`src/design/icache_geom_pkg.sv`:
```
//######################################################################
// icache geometry
// Address field widths, set count and age counter sizing for the
// two-way instruction cache with one doubleword per line.
//######################################################################
package icache_geom_pkg;

    // fetch address fields.
    localparam int ADDR_W   = 64;
    localparam int OFFSET_W = 3;  // byte offset in a doubleword.
    localparam int INDEX_W  = 6;
    localparam int TAG_W    = ADDR_W - INDEX_W - OFFSET_W;

    // array sizes.
    localparam int NUM_SETS = 1 << INDEX_W;

    // replacement age counters.
    localparam int AGE_W = 3;
    localparam logic [AGE_W-1:0] AGE_MAX = 3'd7;  // saturation point.

    // one instruction out of a doubleword.
    localparam int INST_W = 32;

endpackage
```
`src/design/icache_age_lru.sv`:
```
//######################################################################
// icache age tracker
// Saturating age per set and way. Every accepted fetch ages all
// entries, a hit or fill clears the touched way. The victim is an
// invalid way first, then the older one.
//######################################################################
module icache_age_lru
    import icache_geom_pkg::*;
(
    input  logic               clk,
    input  logic               i_rst_n,
    input  logic               i_tick,
    input  logic               i_touch,
    input  logic               i_touch_way,
    input  logic [INDEX_W-1:0] i_index,
    input  logic               i_valid0,
    input  logic               i_valid1,
    output logic               o_victim_way
);

    logic [AGE_W-1:0] age0 [NUM_SETS];
    logic [AGE_W-1:0] age1 [NUM_SETS];

    function automatic logic [AGE_W-1:0] age_inc(input logic [AGE_W-1:0] age);
        return (age == AGE_MAX) ? AGE_MAX : age + 1'b1;
    endfunction

    always_ff @(posedge clk or negedge i_rst_n) begin
        if (!i_rst_n) begin
            for (int s = 0; s < NUM_SETS; s++) begin
                age0[s] <= '0;
                age1[s] <= '0;
            end
        end else begin
            for (int s = 0; s < NUM_SETS; s++) begin
                if (i_touch && (s == i_index) && !i_touch_way) begin
                    age0[s] <= '0;  // touch wins over the tick.
                end else if (i_tick) begin
                    age0[s] <= age_inc(age0[s]);
                end
                if (i_touch && (s == i_index) && i_touch_way) begin
                    age1[s] <= '0;
                end else if (i_tick) begin
                    age1[s] <= age_inc(age1[s]);
                end
            end
        end
    end

    always_comb begin
        if (!i_valid0) begin
            o_victim_way = 1'b0;
        end else if (!i_valid1) begin
            o_victim_way = 1'b1;
        end else begin
            o_victim_way = (age1[i_index] > age0[i_index]);  // tie goes to way 0.
        end
    end

endmodule

```
`config.mk`:
```
export PLATFORM = sky130hd
export DESIGN_NAME = icache_age_lru
export DESIGN_NICKNAME = d
export VERILOG_FILES = /design/src/design/icache_geom_pkg.sv /design/src/design/icache_age_lru.sv
export SDC_FILE = /design/constraint.sdc
export NUM_CORES = 1
export LEC_CHECK = 0
export BUFFER_PORTS_ARGS = -buffer_cell sky130_fd_sc_hd__buf_2
export CORE_MARGIN = 4
export CORE_UTILIZATION = 65
export CTS_CLUSTER_SIZE = 25
export DETAILED_ROUTE_END_ITERATION = 8
export PLACE_DENSITY = 0.81
export SLEW_MARGIN = 20
export SYNTH_ARGS = -nofsm -noshare
export SYNTH_HDL_FRONTEND = slang
export SYNTH_SLANG_ARGS = --single-unit
```
`constraint.sdc`:
```
create_clock -name clk -period 4.9 [get_ports clk]
set_input_delay 0 -clock clk [delete_from_list [all_inputs] [get_ports clk]]
set_output_delay 0 -clock clk [all_outputs]
set_load 0.02 [all_outputs]
```
==> flow_summary.yaml, run 1 <==
grt:
  grt_start_max_net_pins: 166
  grt_first_pass_wirelength_mm: 84.2
  first_global_vias: 16500
  grt_overflow: 0
  antenna_found_initial: 1
  globalRouteTotalUtil: 0.303
worst_setup_path:
  worstPathMaxFanout: 3
  timing.critical_path.slowest_stage_cell: "or4_1"
  worst_path_largest_cell_delay_ps: 560
  worstPathBufferInverterCount: 1
  timing.critical_path.required_ps: 4900
  worst-endpoint-arrival_ps: 3870
  crit_path_cell_trace: "mux4_2 > a22oi_1 > a21oi_1 > or4_1 > ha_1 > nor2b_1 > o21a_1 > o21ai_0 > a21boi_0 > buf_2"
  critPathKind: "reg2out"
  critical_path.endpoint_type: "primary output"
  crit_path_start_kind: "register"
  cp_top_family: "compound AO/OA/AOI/OAI gates"
cts:
  cts_num_sinks: 384
  clk_transition_reported_paths_ps: 60
  h-tree-depth: 2
  worstSkewPairLatency_ps: 540
  cts.repair.resized: 0
  cts_inserted_buffers: 41
  cts_tree: "done"
  cts_buffer_depth: 3
  clock_tree.root_cell: "clkbuf_16"
layout:
  commonest_non_fill_non_tap_cell_in_the_layout: "nor2_1"
  layoutNonFillerInstCount: 2517
  mostFrequentLayoutCells: "514 x nor2_1, 384 x dfrtp_1, 280 x a21oi_1"
  design_area_um2: 22300
  drive_above_1_share: 0.0930
  final_net_count: 2233
  finish.utilization: 0.719
  areaGrowthSynthToFinish_pct: 8.02
synthesis:
  postSynthRegisterBits: 384
  synth.net_count: 2273
  syn-mean-instance-area_um2: 9.70
  ys.warnings.count: 0
  mappedNetlistArea_um2: 20600
  synth_top_cell_by_area: "dfrtp_1"
  ys_seq_area_frac: 0.466
  synth_area_leaders: "dfrtp_1 47%, mux4_2 10%, nor2_1 9.4%"
  yosysUniqueCellTypes: 27
  netlist_instances: 2129
  yosysTopAreaCellShare: 0.466
floorplan:
  top_level_ports: 14
  floorplan.rows: 64
  die_w_um: 186
  initial_utilization: 0.666
  core_area_um2: 31000
  fp.dieArea_um2: 34700
  dieHeight_um: 186
pwr:
  p_sw_frac: 0.358
  power.internal_w: 0.00817
  power_density_nw_per_um2: 571
  ir_drop_v: 0.000271
  p_switching_w: 0.00456
  p_leak_nw: 8.55
  p_clk_frac: 0.250
  sequentialPowerShare: 0.408
  comb_power_share: 0.342
placement:
  placed_wire_length_estimate_mm: 33.6
  pre_cts_ws_ps: 1220
  placed_cells: 2441
  placement.cell_area_um2: 20900
  io_buffer_count: 13
  gpl.final_weighted_congestion: 0.878
sta:
  peak_freq_ghz: 0.258
  worst_pin_slew_ps: 1070
  post-route-min-period_ps: 3870
  layout_worst_path_cycle_share: 0.791
  worst_rel_slew_slack: 0.283
  maxSlewViolCount: 0
  grt_setup_unrepaired: "no"
  setup_viol_count_final: 0
  final_critical_path_setup_slack_ps: 1030
  hold_viol: 0
  skew_ps: 18.6
  setup_total_negative_slack_ps: 0
status:
  status: "finished, final reports clean"
route:
  via_count: 16900
  drt-initial-drc-count: 1774
  detail_route.wl_per_cell_um: 20.4
  ant_nets: 0
  postRouteWirelength_mm: 51.4
  via_count_normalized_by_instance_count: 6.70
  remaining_drc_errors: 0
  dr.pass1.iters: 7
worst_hold_path:
  hp-class: "in2async"
flow_run:
  cap_viol_max_count: 0
logic make-up (layout without fill, tap and decap cells):
kind of cell    Yosys count  after routing  synth area share
simple gates            815            815             0.160
compound gates          587            587             0.164
flops                   384            384             0.466
fa+ha+maj               131            131            0.0794
buf+inv                 116            106            0.0259
mux                      96             96             0.105
other cells               0              2                 0
flip-flops by register name, indices dropped and copies added (netlist names):
name  count
age0    192
age1    192
final timing paths:
kind                       slack [ps]      endpoint      start  cells after the start
setup / recovery                 1030  o_victim_way  age1[124]                     10
hold / removal                     30      age1[95]    i_rst_n                      2
setup reg to reg                 3720     age0[160]  age0[159]                      3
hold reg to reg                   550      age0[65]   age0[65]                      2
max in group asynchronous        3560      age0[48]    i_rst_n                      3
min in group clk                   90     age0[187]     i_tick                      3
power groups by stage:
stage	Clock, W	Combinational, W	Sequential, W
2_1_floorplan	0	0.00344	0.00486
3_3_place_gp	0	0.00389	0.00515
3_5_place_dp	0	0.00429	0.00520
4_1_cts	0.00321	0.00434	0.00517
5_1_grt	0.00334	0.00501	0.00533
6_report	0.00318	0.00435	0.00520
Yosys cell counts:
master / number
nor2_1: 515
buf_12: 1
and2_1: 1
mux4_2: 93
dfrtp_1: 384
o21ai_0: 129
nand4_1: 1
o21a_1: 1
nand2_1: 144
buf_1: 6
a21oi_1: 280
a211oi_1: 128
ha_1: 131
nor4_2: 3
clkbuf_1: 86
nand2b_1: 2
buf_6: 6
a21boi_0: 1
buf_4: 3
or2_2: 1
a22oi_1: 48
buf_8: 1
or4_1: 3
buf_2: 13
nor2b_1: 8
mux4_1: 3
nand3_1: 137
cell type report:
type | instances | area, um2
clock buffers | 60 | 1230
repair buffers | 33 | 309
well taps | 396 | 495
clock inverters | 13 | 144
multi-input cells | 1629 | 10500
flip-flops and latches | 384 | 9610
fillers | 2111 | 8690
diodes | 2 | 5.00
routing by layer:
layer / GRT usage / vias to the layer above / share of wire
met5: 0 / - / 0.00031
met4: 0.117 / 2 / 0.040
met3: 0.0585 / 157 / 0.083
met2: 0.484 / 747 / 0.47
met1: 0.417 / 8316 / 0.40
li1: - / 7647 / -
metrics by stage:
stage / hold slack (ps) / total power, W
final: 32.3 / 0.0127
after global routing: 85.7 / 0.0137
after CTS: 53.2 / 0.0127
after detailed placement: 17.2 / 0.00949
after global placement: 14.0 / 0.00905
after floorplan: -296 / 0.00830
repair_timing:
item,in CTS,in global routing
setup buffers,0,0
hold endpoints to repair,74,0
hold buffers,1,0
No activity file was read; power rests on OpenSTA's default activity.
==> run 2, diff against run 1 <==
CORE_UTILIZATION = 64   (was 65)
PLACE_DENSITY = 0.8   (was 0.81)
clock period = 3.6 ns   (was 4.9 ns; I/O delays follow)
==> flow_summary.yaml, run 2 (synthesis results as in run 1) <==
status:
  status: "finished, final reports clean"
worst_setup_path:
  worstReg2RegEnd: "age0[168]"
  worstPathBufferInverterCount: 1
  critPathKind: "reg2out"
  worstPathMaxFanout: 3
  cp_top_family: "compound AO/OA/AOI/OAI gates"
  crit_path_start_kind: "register"
  critical_path.endpoint_type: "primary output"
  worst_path_largest_cell_delay_ps: 500
  timing.critical_path.slowest_stage_cell: "or4_1"
  crit_path_cell_trace: "mux4_2 > a22oi_1 > a21oi_1 > or4_1 > ha_1 > nor2b_1 > o21a_1 > o21ai_1 > a21boi_0 > buf_2"
  reg2regPathDepth: 5
  timing.critical_path.required_ps: 3600
  reg2reg_setup_slack_ps: 2390
  worst-endpoint-arrival_ps: 3490
  timing.rr.start: "age0[168]"
sta:
  worst_rel_slew_slack: 0.198
  peak_freq_ghz: 0.286
  skew_ps: 9.88
  final_critical_path_setup_slack_ps: 105
  worst_pin_slew_ps: 1200
  post-route-min-period_ps: 3490
  setup_viol_count_final: 0
  hold_viol: 0
  layout_worst_path_cycle_share: 0.971
  setup_total_negative_slack_ps: 0
  grt_setup_unrepaired: "no"
  maxSlewViolCount: 0
layout:
  final_net_count: 2253
  design_area_um2: 22600
  areaGrowthSynthToFinish_pct: 9.36
  drive_above_1_share: 0.104
  largest_registers_ranked_by_flip_flop_count: "age0: 192 flops, age1: 192 flops"
  fillers: 2246
  mostFrequentLayoutCells: "514 x nor2_1, 384 x dfrtp_1, 280 x a21oi_1"
  finish.utilization: 0.712
  commonest_non_fill_non_tap_cell_in_the_layout: "nor2_1"
route:
  ant_nets: 0
  detail_route.wl_per_cell_um: 20.4
  postRouteWirelength_mm: 51.9
  drt-initial-drc-count: 1804
  via_count_normalized_by_instance_count: 6.59
  via_count: 16800
  dr.pass1.iters: 6
  remaining_drc_errors: 0
cts:
  cts_buffer_depth: 3
  cts_num_sinks: 384
  worstSkewPairLatency_ps: 540
  clk_transition_reported_paths_ps: 60
  h-tree-depth: 2
  post-cts-setup-buffers: 0
  clock_tree.root_cell: "clkbuf_16"
  cts_inserted_buffers: 41
  cts_tree: "done"
floorplan:
  top_level_ports: 14
  dieHeight_um: 188
  core_area_um2: 31700
  initial_utilization: 0.651
  floorplan.rows: 65
  die_w_um: 188
  fp.dieArea_um2: 35200
grt:
  globalRouteTotalUtil: 0.293
  grt_start_max_net_pins: 163
  grt_first_pass_wirelength_mm: 84.6
  first_global_vias: 16400
  grt_overflow: 0
  antenna_found_initial: 3
placement:
  pre_cts_ws_ps: 277
  io_buffer_count: 13
  placed_wire_length_estimate_mm: 34.3
  gpl.final_weighted_congestion: 0.926
  placement.cell_area_um2: 21200
worst_hold_path:
  hp-class: "in2async"
pwr:
  ir_drop_v: 0.000533
  power_density_nw_per_um2: 771
  p_leak_nw: 8.67
flow_run:
  cap_viol_max_count: 0
## run 2: changes by cell type in the layout (fill, tap and decap cells not counted)
cell        delta
a22oi_2        +1
o21ai_1        +1
buf_12         +7
a22oi_1        -1
clkinvlp_4     +4
o21ai_0        -1
buf_4         +13
clkbuf_1       -1
## run 2: report_power, final
group / switching [W] / internal [W] / leakage (nW)
Combinational: 0.00307 / 0.00289 / 4.17
Clock: 0.00179 / 0.00259 / 0.686
Sequential: 0.00139 / 0.00568 / 3.82
## run 2: layer usage
layer  global-route usage  wire length (um)  vias up
met4                0.119              2170        4
met1                0.398             20800     8265
li1                     -                 -     7684
met5                    0                24        -
met2                0.476             24900      654
met3               0.0490              4050      160
## run 2: cell type report
cell class / instances / area [um2] / share of cell area
Clock inverter: 17 / 174 / 0.00770
Multi-Input combinational cell: 1629 / 10500 / 0.466
Timing Repair Buffer: 53 / 547 / 0.0242
Tap cell: 402 / 503 / 0.0223
Clock buffer: 59 / 1230 / 0.0543
Antenna cell: 2 / 5.00 / 0.000222
Sequential cell: 384 / 9610 / 0.426
## run 2: worst register-to-register path, cell delays in order, from the launching register on
cell and delay, ps:
dfrtp_1 430, ha_1 250, nand2_1 70, nand3_1 90
o21ai_0 180, nor2_1 70
## run 2: worst max-delay path by stage
stage,startpoint,endpoint,slack (ps),cells past startpoint
final,age1[172],o_victim_way,110,10
after CTS,age1[121],o_victim_way,60,10
after global placement,i_index[1],o_victim_way,320,12
after global routing,age1[145],o_victim_way,0.3,10
after floorplan,age1[97],o_victim_way,920,9
after detailed placement,i_index[1],o_victim_way,280,12
## run 2: repair_timing
item / in CTS / in global routing
resized for setup: 1 / 1
endpoints found under the setup margin: 1 / 1
endpoints found under the hold margin: 81 / 0
hold buffers: 1 / 0
## run 2: stage by stage
stage          instances  power [W]  hold slack [ps]
4_1_cts             2544     0.0174             95.2
2_1_floorplan       2129     0.0113             -296
3_3_place_gp        2467     0.0124             65.6
6_report            2546     0.0174             72.5
5_1_grt             2544     0.0187              133
3_5_place_dp        2467     0.0129             68.3
