`src/design/refill_bus_pkg.sv`:
```
//######################################################################
// refill bus definitions
// Memory-side word width and the two views of a fetched doubleword:
// the whole line as stored, or its pair of instructions.
//######################################################################
package refill_bus_pkg;

    localparam int LINE_W = 64;

    // inst[1] is the upper half, picked when address bit 2 is set.
    typedef union packed {
        logic [LINE_W-1:0]             dword;
        logic [1:0][(LINE_W/2)-1:0]    inst;
    } line_word_u;

endpackage

```
`src/design/icache_geom_pkg.sv`:
```
//######################################################################
// icache geometry
// Address field widths, set count and age counter sizing for the
// two-way instruction cache with one doubleword per line.
//######################################################################
package icache_geom_pkg;

    // fetch address fields.
    localparam int ADDR_W   = 64;
    localparam int OFFSET_W = 3;  // byte offset in a doubleword.
    localparam int INDEX_W  = 6;
    localparam int TAG_W    = ADDR_W - INDEX_W - OFFSET_W;

    // array sizes.
    localparam int NUM_SETS = 1 << INDEX_W;

    // replacement age counters.
    localparam int AGE_W = 3;
    localparam logic [AGE_W-1:0] AGE_MAX = 3'd7;  // saturation point.

    // one instruction out of a doubleword.
    localparam int INST_W = 32;

endpackage
```
`src/design/icache_ctrl.sv`:
```
//######################################################################
// icache controller
// Blocking lookup and refill FSM. Holds the accepted fetch address,
// compares both ways, selects the instruction half and fills the
// victim way from a single-beat memory response.
//######################################################################
module icache_ctrl
    import icache_geom_pkg::*;
    import refill_bus_pkg::*;
(
    input  logic               clk,
    input  logic               i_rst_n,
    // core fetch port.
    input  logic               i_fetch_valid,
    input  logic [ADDR_W-1:0]  i_fetch_addr,
    output logic               o_fetch_ready,
    output logic               o_inst_valid,
    output logic [INST_W-1:0]  o_inst_data,
    input  logic               i_inst_ready,
    // memory refill port.
    output logic               o_mem_req_valid,
    output logic [ADDR_W-1:0]  o_mem_addr,
    input  logic               i_mem_req_ready,
    input  logic               i_mem_resp_valid,
    input  line_word_u         i_mem_resp_data,
    // tag and data arrays.
    output logic [INDEX_W-1:0] o_ram_index,
    output logic [TAG_W-1:0]   o_wr_tag,
    output line_word_u         o_wr_data,
    output logic               o_we0,
    output logic               o_we1,
    input  logic [TAG_W-1:0]   i_tag0,
    input  logic [TAG_W-1:0]   i_tag1,
    input  logic               i_valid0,
    input  logic               i_valid1,
    input  line_word_u         i_data0,
    input  line_word_u         i_data1,
    // age tracker.
    output logic               o_tick,
    output logic               o_touch,
    output logic               o_touch_way,
    input  logic               i_victim_way
);

    localparam logic [2:0] S_IDLE   = 3'd0;
    localparam logic [2:0] S_LOOKUP = 3'd1;
    localparam logic [2:0] S_RESP   = 3'd2;
    localparam logic [2:0] S_REQ    = 3'd3;
    localparam logic [2:0] S_WAIT   = 3'd4;

    logic [2:0]        state;
    logic [ADDR_W-1:0] addr_q;
    logic              rd_done;   // arrays have returned the set.
    logic              victim_q;
    logic [INST_W-1:0] inst_q;

    logic              fetch_fire;
    logic              hit0;
    logic              hit1;
    logic              lookup_hit;
    logic              lookup_miss;
    logic              fill;
    logic              inst_sel;
    line_word_u        hit_line;

    assign fetch_fire  = i_fetch_valid && (state == S_IDLE);
    assign inst_sel    = addr_q[OFFSET_W-1];  // bit 2 picks the word.

    assign hit0        = i_valid0 && (i_tag0 == addr_q[ADDR_W-1 -: TAG_W]);
    assign hit1        = i_valid1 && (i_tag1 == addr_q[ADDR_W-1 -: TAG_W]);
    assign lookup_hit  = (state == S_LOOKUP) && rd_done && (hit0 || hit1);
    assign lookup_miss = (state == S_LOOKUP) && rd_done && !(hit0 || hit1);
    assign hit_line    = hit1 ? i_data1 : i_data0;
    assign fill        = (state == S_WAIT) && i_mem_resp_valid;

    always_ff @(posedge clk or negedge i_rst_n) begin
        if (!i_rst_n) begin
            state    <= S_IDLE;
            rd_done  <= 1'b0;
            victim_q <= 1'b0;
        end else begin
            rd_done <= (state == S_LOOKUP) && !rd_done;
            case (state)
                S_IDLE: begin
                    if (fetch_fire) begin
                        state <= S_LOOKUP;
                    end
                end
                S_LOOKUP: begin
                    if (lookup_hit) begin
                        state <= S_RESP;
                    end else if (lookup_miss) begin
                        state    <= S_REQ;
                        victim_q <= i_victim_way;
                    end
                end
                S_REQ: begin
                    if (i_mem_req_ready) begin
                        state <= S_WAIT;
                    end
                end
                S_WAIT: begin
                    if (i_mem_resp_valid) begin
                        state <= S_RESP;
                    end
                end
                S_RESP: begin
                    if (i_inst_ready) begin
                        state <= S_IDLE;
                    end
                end
                default: state <= S_IDLE;
            endcase
        end
    end

    always_ff @(posedge clk) begin
        if (fetch_fire) begin
            addr_q <= i_fetch_addr;
        end
        if (lookup_hit) begin
            inst_q <= hit_line.inst[inst_sel];
        end else if (fill) begin
            inst_q <= i_mem_resp_data.inst[inst_sel];  // forward the refill word.
        end
    end

    assign o_fetch_ready   = (state == S_IDLE);
    assign o_inst_valid    = (state == S_RESP);
    assign o_inst_data     = inst_q;
    assign o_mem_req_valid = (state == S_REQ);
    assign o_mem_addr      = {addr_q[ADDR_W-1:OFFSET_W], {OFFSET_W{1'b0}}};

    assign o_ram_index = addr_q[OFFSET_W +: INDEX_W];
    assign o_wr_tag    = addr_q[ADDR_W-1 -: TAG_W];
    assign o_wr_data   = i_mem_resp_data;
    assign o_we0       = fill && !victim_q;
    assign o_we1       = fill && victim_q;

    assign o_tick      = fetch_fire;
    assign o_touch     = lookup_hit || fill;
    assign o_touch_way = fill ? victim_q : hit1;

endmodule

```
`config.mk`:
```
export PLATFORM = sky130hd
export DESIGN_NAME = icache_ctrl
export DESIGN_NICKNAME = d
export VERILOG_FILES = /design/src/design/refill_bus_pkg.sv /design/src/design/icache_geom_pkg.sv /design/src/design/icache_ctrl.sv
export SDC_FILE = /design/constraint.sdc
export NUM_CORES = 1
export LEC_CHECK = 0
export CORE_AREA = 2 2 235 237
export DETAILED_ROUTE_END_ITERATION = 8
export DIE_AREA = 0 0 237 239
export DONT_BUFFER_PORTS = 1
export SLEW_MARGIN = 20
export SYNTH_ARGS = -nofsm -noshare
export SYNTH_HDL_FRONTEND = slang
export SYNTH_SLANG_ARGS = --single-unit
```
`constraint.sdc`:
```
create_clock -name clk -period 3.21 [get_ports clk]
set_clock_uncertainty 0.15 [all_clocks]
set_input_delay 0.321 -clock clk [delete_from_list [all_inputs] [get_ports clk]]
set_output_delay 0.321 -clock clk [all_outputs]
set_load 0.05 [all_outputs]
```
==> results of run 1 <==
layer usage:
metal / share of wire (%) / vias to the layer above / track usage [%]
li1: - / 2076 / -
met3: 12 / 100 / 6.709
met1: 33 / 2344 / 11.97
met2: 49 / 448 / 22.75
met4: 5.8 / 16 / 8.611
met5: 0.27 / - / 0
Yosys cell counts, types with 4 or more instances:
master / n / area [µm²]
buf_4: 189 / 1419
mux2i_1: 128 / 1281
edfxtp_1: 94 / 2823
xor2_1: 57 / 499.2
xnor2_1: 46 / 402.9
mux2_2: 34 / 382.9
nor4_1: 19 / 118.9
nand4_1: 16 / 100.1
clkbuf_1: 8 / 30.03
inv_1: 6 / 22.52
nand2b_1: 6 / 37.54
nor2_1: 6 / 22.52
buf_2: 5 / 25.02
dfrtp_1: 5 / 125.1
buf_6: 4 / 45.04
worst max-delay path, stage by stage (launching register included):
cell	delay [ns]
edfxtp_1	0.45
buf_4	0.36
xnor2_1	0.16
buf_4	0.17
nand4_1	0.21
nor4_1	0.32
nand4_1	0.13
buf_4	0.19
a21bo_4	0.24
nand2_4	0.08
buf_12	0.14
where the power goes:
| part | leakage [µW] | total, µW | internal (µW) | switching (µW) |
|---|---|---|---|---|
| combinational | 0.00236 | 2360 | 705 | 1650 |
| sequential | 0.000922 | 1970 | 1660 | 314 |
| clock | 0.000153 | 1280 | 687 | 590 |
| total | 0.00344 | 5610 | 3050 | 2560 |
registers in the layout, summed over array words and instances, names as in the netlist:
register,flops
addr_q,62
o_inst_data,32
rd_done,1
state,3
victim_q,1
worst max path at each step:
stage,startpoint,to,slack (ns),cells past startpoint
finish,addr_q[14],o_touch,-0.11,10
global route,addr_q[57],o_touch,-0.24,8
CTS,addr_q[34],o_touch,-0.21,9
detailed placement,addr_q[57],o_inst_data[16],-0.32,8
global placement,addr_q[57],o_inst_data[15],-0.26,8
floorplan,addr_q[54],o_inst_data[0],0.25,9
repair_timing:
action / 4_1_cts / 5_1_grt
setup buffers: 7 / 2
hold endpoints to repair: 71 / 0
pin swaps: 7 / 4
gates resized for setup: 20 / 4
cloned: 1 / 0
hold buffers: 68 / 0
setup endpoints to repair: 68 / 50
layout make-up:
| cell class | instances | area share, % |
|---|---|---|
| well taps | 704 | 9.860 |
| multi-input cells | 341 | 35.22 |
| clock buffers | 10 | 2.563 |
| inverters | 6 | 0.2521 |
| clock inverters | 6 | 1.008 |
| repair buffers | 170 | 17.96 |
| flip-flops and latches | 99 | 33.00 |
| diodes | 5 | 0.1401 |
cells by family after synthesis:
| family | after synthesis |
|---|---|
| buffers and inverters | 214 |
| muxes | 162 |
| xor gates and xnor gates | 103 |
| DFF | 99 |
| and+or+nand+nor | 60 |
| AOI/OAI and AO/OA | 13 |
| other | 1 |
metrics by stage:
stage / power, µW / std cells
finish: 5608 / 1341
global route: 5833 / 1341
CTS: 5708 / 1335
detailed placement: 4285 / 1243
global placement: 4259 / 1243
floorplan: 4105 / 654
cells in the final DEF, fill, tap and decap left out, drive strengths merged, types with 5 or more instances in the layout:
master / count
edfxtp: 94
mux2i: 128
nor2: 6
clkbuf: 11
inv: 6
xnor2: 46
nand4: 16
buf: 101
dfrtp: 5
xor2: 57
mux2: 34
nand2b: 6
nor4: 19
dlygate4sd3: 68
diode: 5
==> results.toml, run 1 <==
[place]
portBuffers = 0
gp_congestion = 0.8901
post_dp_cell_area_um2 = 7719
dp_hpwl_um = 32770
dp_slack_ns = -0.3217

[clocking]
clock_latency_ns = 0.38
cts.clk_slew.worst_paths_ns = 0.09
cts_tree = "built"
numCtsBuffers = 9
cts_buffer_depth = 2
cts_root_buffer = "clkbuf_16"
numClockSinks = 99
htree_levels = 3

[floorplanning]
die_y_um = 239
die_x_um = 237
row_count = 86
die-area_um2 = 56640
core_um2 = 54340
initial_utilization_pct = 13.85
io-pin-count = 604

[power]
p_leak_uw = 0.003435
peakVddDrop_v = 0.0002412
p_per_area_nw_per_um2 = 627.8

[timing]
min_period_over_period_pct = 103.4
setup-tns-final_ns = -0.1084
setup_viol = 1
tightest_slew_ns = 0.9779
maxClockFrequency_ghz = 0.3013
finalHoldViolations = 0
worst_slack_ns = -0.1084
slew_violations = 0
relSlewSlack_pct = 34.56
grt_setup_unrepaired = "yes"
period_minus_slack_ns = 3.318
fin_hold_ws_ns = 0.05515

[worst_hold_path]
min_from = "i_mem_resp_data[26]"
hold_path.class = "input pin to flop"
hold-path-endpoint = "o_inst_data[26]"
whs_path_depth = 2

[global_routing]
antenna_found_initial = 15
grt_pass1_wl_um = 48270
grt_overflow = 0
grt_pass1_vias = 5410
grt_max_degree = 40
grt_use_total_pct = 13.06

[final_layout]
drive_above_1_share_pct = 25.79
nFillCells = 6051
seqCellArea_um2 = 2948
multi_input_area_um2 = 3147
finish.utilization_pct = 16.44
finalInstanceArea_um2 = 8934
final_nets = 1002
syn_to_final_growth_pct = 18.72

[critical_path]
rr_endpoint = "o_inst_data[12]"
r2r-start = "addr_q[14]"
worst_setup_path_end_kind = "primary output"
worstPathMaxFanout = 4
crit_path_start_kind = "flop"
path_class = "flop to primary output"
r2r_slack_ns = 0.10
worst-r2r-cell-count = 11
arrival_ns = 2.85
worstPathRequired_ns = 2.74

[logic_synthesis]
yosysWarnings = 0
ys_ff_latch = 99
synthMuxAreaShare_pct = 22.12
synthAdderAreaFrac_pct = 0
syn_inst = 652
ys_seq_area_share_pct = 39.18
netlist_area_um2 = 7525
ys.flop_type = "edfxtp_1"
synth_edf_count = 94
synth_top_family_by_area = "multiplexers"
synthArstFlopShare_pct = 5.051
yosys.area_share.simple_pct = 4.672
synthXorXnorAreaFrac_pct = 11.99
yosysUniqueCellTypes = 36
synth-compound-area-share_pct = 1.413
syn_avg_cell_area_um2 = 11.54

[routing]
antenna_left = 0
dr_total_vias = 4984
drt-initial-drc-count = 144
drc = 0
routed_wl_um = 38550
wl_per_cell_um = 28.74
vias_per_cell = 3.717
first_pass_iters = 4

[job]
max_cap_viol_count = 0

[outcome]
violations = "negative setup slack"
outcome = "finished with violations"
Power figures use the tool's default switching activity.
==> run 2, diff against run 1 <==
--- a/config.mk
+++ b/config.mk
@@ -5,7 +5,7 @@
 export SDC_FILE = /design/constraint.sdc
 export NUM_CORES = 1
 export LEC_CHECK = 0
-export CORE_AREA = 2 2 235 237
+export CORE_AREA = 5 5 232 234
 export DETAILED_ROUTE_END_ITERATION = 8
 export DIE_AREA = 0 0 237 239
 export DONT_BUFFER_PORTS = 1
==> run 2 against run 1 <==
  * The run still ends with negative setup slack left
  * Combinational power about the same
  * Worst setup slack improved by 0.035 ns
  * Worst hold slack barely moved
  * Cell area is 1.4% higher
  * Register-to-register slack hardly changed
  * Largest power group unchanged
  * Highest routed layer unchanged
==> results.toml, run 2 (same netlist as run 1, synthesis figures left out) <==
[critical_path]
crit_path_start_kind = "flop"
arrival_ns = 2.81
worstSetupStartpoint = "addr_q[30]"
path_class = "flop to primary output"
path_cells = "buf_4 -> xnor2_1 -> o221ai_1 -> nor4_1 -> nand4_1 -> buf_6 -> a21bo_4 -> nand2_4 -> buf_8"
worstPathMaxFanout = 3
worst-r2r-cell-count = 10
rr_endpoint = "o_inst_data[27]"
worst_path_largest_cell_delay_ns = 0.49
r2r-start = "addr_q[30]"
endpoint = "o_touch"
worstPathRequired_ns = 2.74
cp_slowest_cell = "edfxtp_1"
r2r_slack_ns = 0.11
worst_setup_path_end_kind = "primary output"

[power]
p_leak_uw = 0.003542
p_int_uw = 2936
p_per_area_nw_per_um2 = 612.1
p_sw_uw = 2611
peakVddDrop_v = 0.0002639
p_comb_share_pct = 43.0
seqPwrFrac_pct = 35.6
swShare_pct = 47.07
power_frac_clock_pct = 21.4

[routing]
antenna_left = 0
routed_wl_um = 41260
dr_total_vias = 5052
vias_per_cell = 3.776
wl_per_cell_um = 30.84
first_pass_iters = 4
drc = 0
drt-initial-drc-count = 144

[worst_hold_path]
hold_path.class = "input pin to asynchronous set/reset pin"

[outcome]
violations = "negative setup slack"
outcome = "finished with violations"

[place]
dp_hpwl_um = 35220
dp_cells = 1231
post_dp_cell_area_um2 = 7716
portBuffers = 0
dp_slack_ns = -0.5414
gp_congestion = 1.046

[final_layout]
largest_reg_flops = 62
drive_above_1_share_pct = 28.97
syn_to_final_growth_pct = 20.44
final_common_cell = "mux2i_1"
stdcell_count = 1338
seqCellArea_um2 = 2948
multi_input_area_um2 = 3189
final_cell_mix = "128 x mux2i_1, 103 x buf_4, 94 x edfxtp_1, 68 x dlygate4sd3_1, 54 x xor2_1"
nFillCells = 5701
top_register = "addr_q"
final_nets = 1019
finalInstanceArea_um2 = 9062

[job]
max_cap_viol_count = 0

[floorplanning]
io-pin-count = 604
row_count = 84
core_um2 = 51810
die_y_um = 239
initial_utilization_pct = 14.52
die_x_um = 237
die-area_um2 = 56640

[clocking]
numCtsBuffers = 9
cts.clk_slew.worst_paths_ns = 0.10
clock_latency_ns = 0.39
cts_buffer_depth = 2
htree_levels = 3
cts_root_buffer = "clkbuf_16"
numClockSinks = 99
cts_tree = "built"

[timing]
slew_violations = 0
min_period_over_period_pct = 102.3
grt_setup_unrepaired = "yes"
setup_viol = 1
relSlewSlack_pct = 35.82
tightest_slew_ns = 0.9591
finalHoldViolations = 0
period_minus_slack_ns = 3.283
maxClockFrequency_ghz = 0.3046
worst_slack_ns = -0.07315

[global_routing]
grt_overflow = 0
grt_pass1_wl_um = 51520
antenna_found_initial = 11
grt_use_total_pct = 13.67
grt_max_degree = 51
grt_pass1_vias = 5459
==> run 2: cell types whose count changed in the layout (fill, tap and decap cells not counted), moves of 3 or more <==
cell     change
buf_4       +15
buf_6        +3
diode_2      -4
inv_6        +3
nor4_1       -4
xor2_2       +3
==> run 2: power groups by stage <==
stage	sequential (µW)	clock, µW	combinational (µW)
3_3_place_gp	2000	0	2260
6_report	1970	1190	2390
5_1_grt	2000	1310	2500
3_5_place_dp	2010	0	2280
4_1_cts	1980	1280	2420
2_1_floorplan	1890	0	2210
==> run 2: area by class of cell <==
class | instances | share of cell area, %
antenna | 1 | 0.02761
clock buffer | 9 | 2.485
clock inverter | 7 | 0.7870
inverter | 6 | 0.2485
multi-input combinational | 341 | 35.19
sequential | 99 | 32.53
tap | 688 | 9.499
timing repair buffer | 187 | 19.23
==> run 2: how the worst min path moves through the flow <==
stage	start	end	slack, ns
floorplan	i_rst_n	rd_done	-0.12
global placement	i_rst_n	victim_q	-0.12
detailed placement	i_rst_n	victim_q	-0.12
CTS	i_mem_resp_valid	state[1]	0.004
global route	i_rst_n	state[1]	0.04
finish	i_rst_n	state[1]	0.06
==> run 2: critical path, delay by kind of cell (launching register included) <==
family | cells | cell delay (ns)
DFF | 1 | 0.49
xor gates and xnor gates | 1 | 0.25
and+or+nand+nor | 3 | 0.64
AOI/OAI and AO/OA | 2 | 0.38
buffers and inverters | 3 | 0.63
==> run 2: metal layers <==
layer  global-route usage (%)  vias up  routed length (µm)
met2                    25.80      448               21880
met5                        0        -                  41
met3                    6.241       59                4131
met1                    13.71     2434               14220
met4                    3.253        6                 984
li1                         -     2105                   -
==> run 2: timing repair <==
item	in CTS	in global routing
resized for setup	24	2
endpoints found under the hold margin	71	0
hold buffers	68	0
buffers inserted	10	10
pin swaps	15	7
setup endpoints to repair	68	33
cloned	1	1
==> run 2: stage by stage <==
| step | setup TNS [ns] | utilization [%] | total power (µW) | hold slack, ns |
|---|---|---|---|---|
| 2_1_floorplan | 0 | - | 4105 | -0.1246 |
| 3_3_place_gp | -36.01 | 14.89 | 4262 | -0.1244 |
| 3_5_place_dp | -34.08 | 14.89 | 4290 | -0.1244 |
| 4_1_cts | -0.1653 | 17.27 | 5674 | 0.003687 |
| 5_1_grt | -0.2199 | 17.49 | 5812 | 0.03530 |
| 6_report | -0.07315 | 17.49 | 5547 | 0.05538 |
==> run 3, diff against run 2 <==
--- a/config.mk
+++ b/config.mk
@@ -9,6 +9,7 @@
 export DETAILED_ROUTE_END_ITERATION = 8
 export DIE_AREA = 0 0 237 239
 export DONT_BUFFER_PORTS = 1
+export REMOVE_ABC_BUFFERS = 1
 export SLEW_MARGIN = 20
 export SYNTH_ARGS = -nofsm -noshare
 export SYNTH_HDL_FRONTEND = slang
==> run 3 against run 2 <==
  * The run still ends with negative setup slack left
  * Count of clock-buffer cells in the layout unchanged
  * Clock power down 8%
  * Die area unchanged
  * Sequential share of layout area up 0.43 points
  * Cell area down 1.3%
  * Critical endpoint unchanged
  * Largest power group unchanged
  * Highest routed layer unchanged
==> results.toml, run 3 (same netlist as run 1, synthesis figures left out) <==
[place]
portBuffers = 0
gp_congestion = 0.9919
dp_cells = 1230
dp_hpwl_um = 32470

[outcome]
violations = "negative setup slack"
outcome = "finished with violations"

[routing]
wl_per_cell_um = 28.98
first_pass_iters = 4
antenna_left = 0
vias_per_cell = 3.732
routed_wl_um = 38450
dr_total_vias = 4953
drt-initial-drc-count = 192
drc = 0

[floorplanning]
core_um2 = 51810
die_y_um = 239
initial_utilization_pct = 14.52
die-area_um2 = 56640
io-pin-count = 604
die_x_um = 237
row_count = 84

[power]
p_leak_uw = 0.003461
peakVddDrop_v = 0.0002643
p_per_area_nw_per_um2 = 605.2

[final_layout]
syn_to_final_growth_pct = 18.87
top_register = "addr_q"
final_common_cell = "mux2i_1"
final_nets = 1008
stdcell_count = 1327
largest_reg_flops = 62
nFillCells = 5713
finish.utilization_pct = 17.26
drive_above_1_share_pct = 26.22
final_cell_mix = "128 x mux2i_1, 94 x edfxtp_1, 94 x buf_4, 68 x dlygate4sd3_1, 55 x xor2_1"

[worst_hold_path]
hold-path-endpoint = "o_inst_data[13]"
hold_path.class = "input pin to flop"
min_from = "i_mem_resp_data[13]"
whs_path_depth = 2

[critical_path]
worstPathRequired_ns = 2.74
worst-r2r-cell-count = 9
rr_endpoint = "o_inst_data[0]"
path_class = "flop to primary output"
cp_slowest_cell = "or4_4"
worst_setup_path_end_kind = "primary output"
worstPathMaxFanout = 5
r2r_slack_ns = -0.05
r2r-start = "addr_q[57]"
path_cells = "xor2_4 -> nor4_4 -> nand4_1 -> buf_6 -> or4_4 -> a21bo_4 -> nand2_8 -> buf_12"
arrival_ns = 2.89
crit_path_start_kind = "flop"
worst_path_largest_cell_delay_ns = 0.58

[timing]
relSlewSlack_pct = 26.91
finalHoldViolations = 0
setup_viol = 26
tightest_slew_ns = 1.099
worst_slack_ns = -0.1549
min_period_over_period_pct = 104.8
fin_hold_ws_ns = 0.06601
slew_violations = 0
maxClockFrequency_ghz = 0.2972
grt_setup_unrepaired = "yes"
setup-tns-final_ns = -1.079
period_minus_slack_ns = 3.365

[job]
max_cap_viol_count = 0

[global_routing]
grt_pass1_wl_um = 49180
antenna_found_initial = 12
grt_use_total_pct = 12.96
grt_pass1_vias = 5504
grt_overflow = 0
grt_max_degree = 97

[clocking]
htree_levels = 3
numClockSinks = 99
clock_latency_ns = 0.38
cts.clk_slew.worst_paths_ns = 0.08
cts_buffer_depth = 2
cts_root_buffer = "clkbuf_16"
numCtsBuffers = 9
cts_tree = "built"
[run 3: how the worst max path moves through the flow]
stage	start	to	slack, ns	cells after the start
after global placement	addr_q[45]	o_inst_data[30]	-0.28	8
after global routing	addr_q[53]	o_touch	-0.32	9
after floorplan	addr_q[54]	o_inst_data[0]	-2.29	6
after CTS	addr_q[57]	o_touch	-0.28	8
after detailed placement	addr_q[57]	o_inst_data[26]	-0.26	8
final	addr_q[57]	o_touch	-0.15	8
[run 3: timing repair]
action,in CTS,in global routing
gates resized for setup,17,2
cloned,5,0
buffers inserted,6,1
hold buffers,68,0
endpoints found under the hold margin,71,0
pin swaps,7,4
endpoints found under the setup margin,67,62
[run 3: final cells by class]
| type | count | area, µm² | share of cell area, % |
|---|---|---|---|
| flip-flops and latches | 99 | 2948 | 32.96 |
| multi-input cells | 341 | 3138 | 35.08 |
| diodes | 2 | 5.005 | 0.05595 |
| well taps | 688 | 860.8 | 9.624 |
| repair buffers | 176 | 1704 | 19.05 |
| clock buffers | 9 | 225.2 | 2.518 |
| inverters | 6 | 22.52 | 0.2518 |
| clock inverters | 6 | 41.29 | 0.4616 |
[run 3: report_power, final]
| part | internal (µW) | switching [µW] |
|---|---|---|
| Clock | 524 | 565 |
| Sequential | 1660 | 321 |
| Combinational | 706 | 1640 |
| Total | 2890 | 2520 |
[run 3: metal layers]
layer	part of all wire, %	vias to the layer above	routed length, µm	global-route usage [%]
met5	0.19	-	72	0
met4	2.8	10	1059	4.618
met1	35	2366	13620	13.22
met3	9.9	56	3818	5.318
li1	-	2083	-	-
met2	52	438	19890	23.86
[run 3: worst max-delay path, delay by kind of cell, from the launching register on]
kind | cells | cell delay (ns)
AND/OR/NAND/NOR | 4 | 1.18
AO/OA/AOI/OAI | 1 | 0.26
flip-flops | 1 | 0.47
XOR/XNOR | 1 | 0.22
buffers and inverters | 2 | 0.36
[run 3: through the flow]
stage                     total power, µW  instance area [µm²]  worst slack [ns]
after global routing                 5683                 8945           -0.3242
after CTS                            5543                 8925           -0.2791
after detailed placement             4278                 7679           -0.2646
final                                5414                 8945           -0.1549
after global placement               4254                 7679           -0.2777
after floorplan                      3580                 6006            -2.293
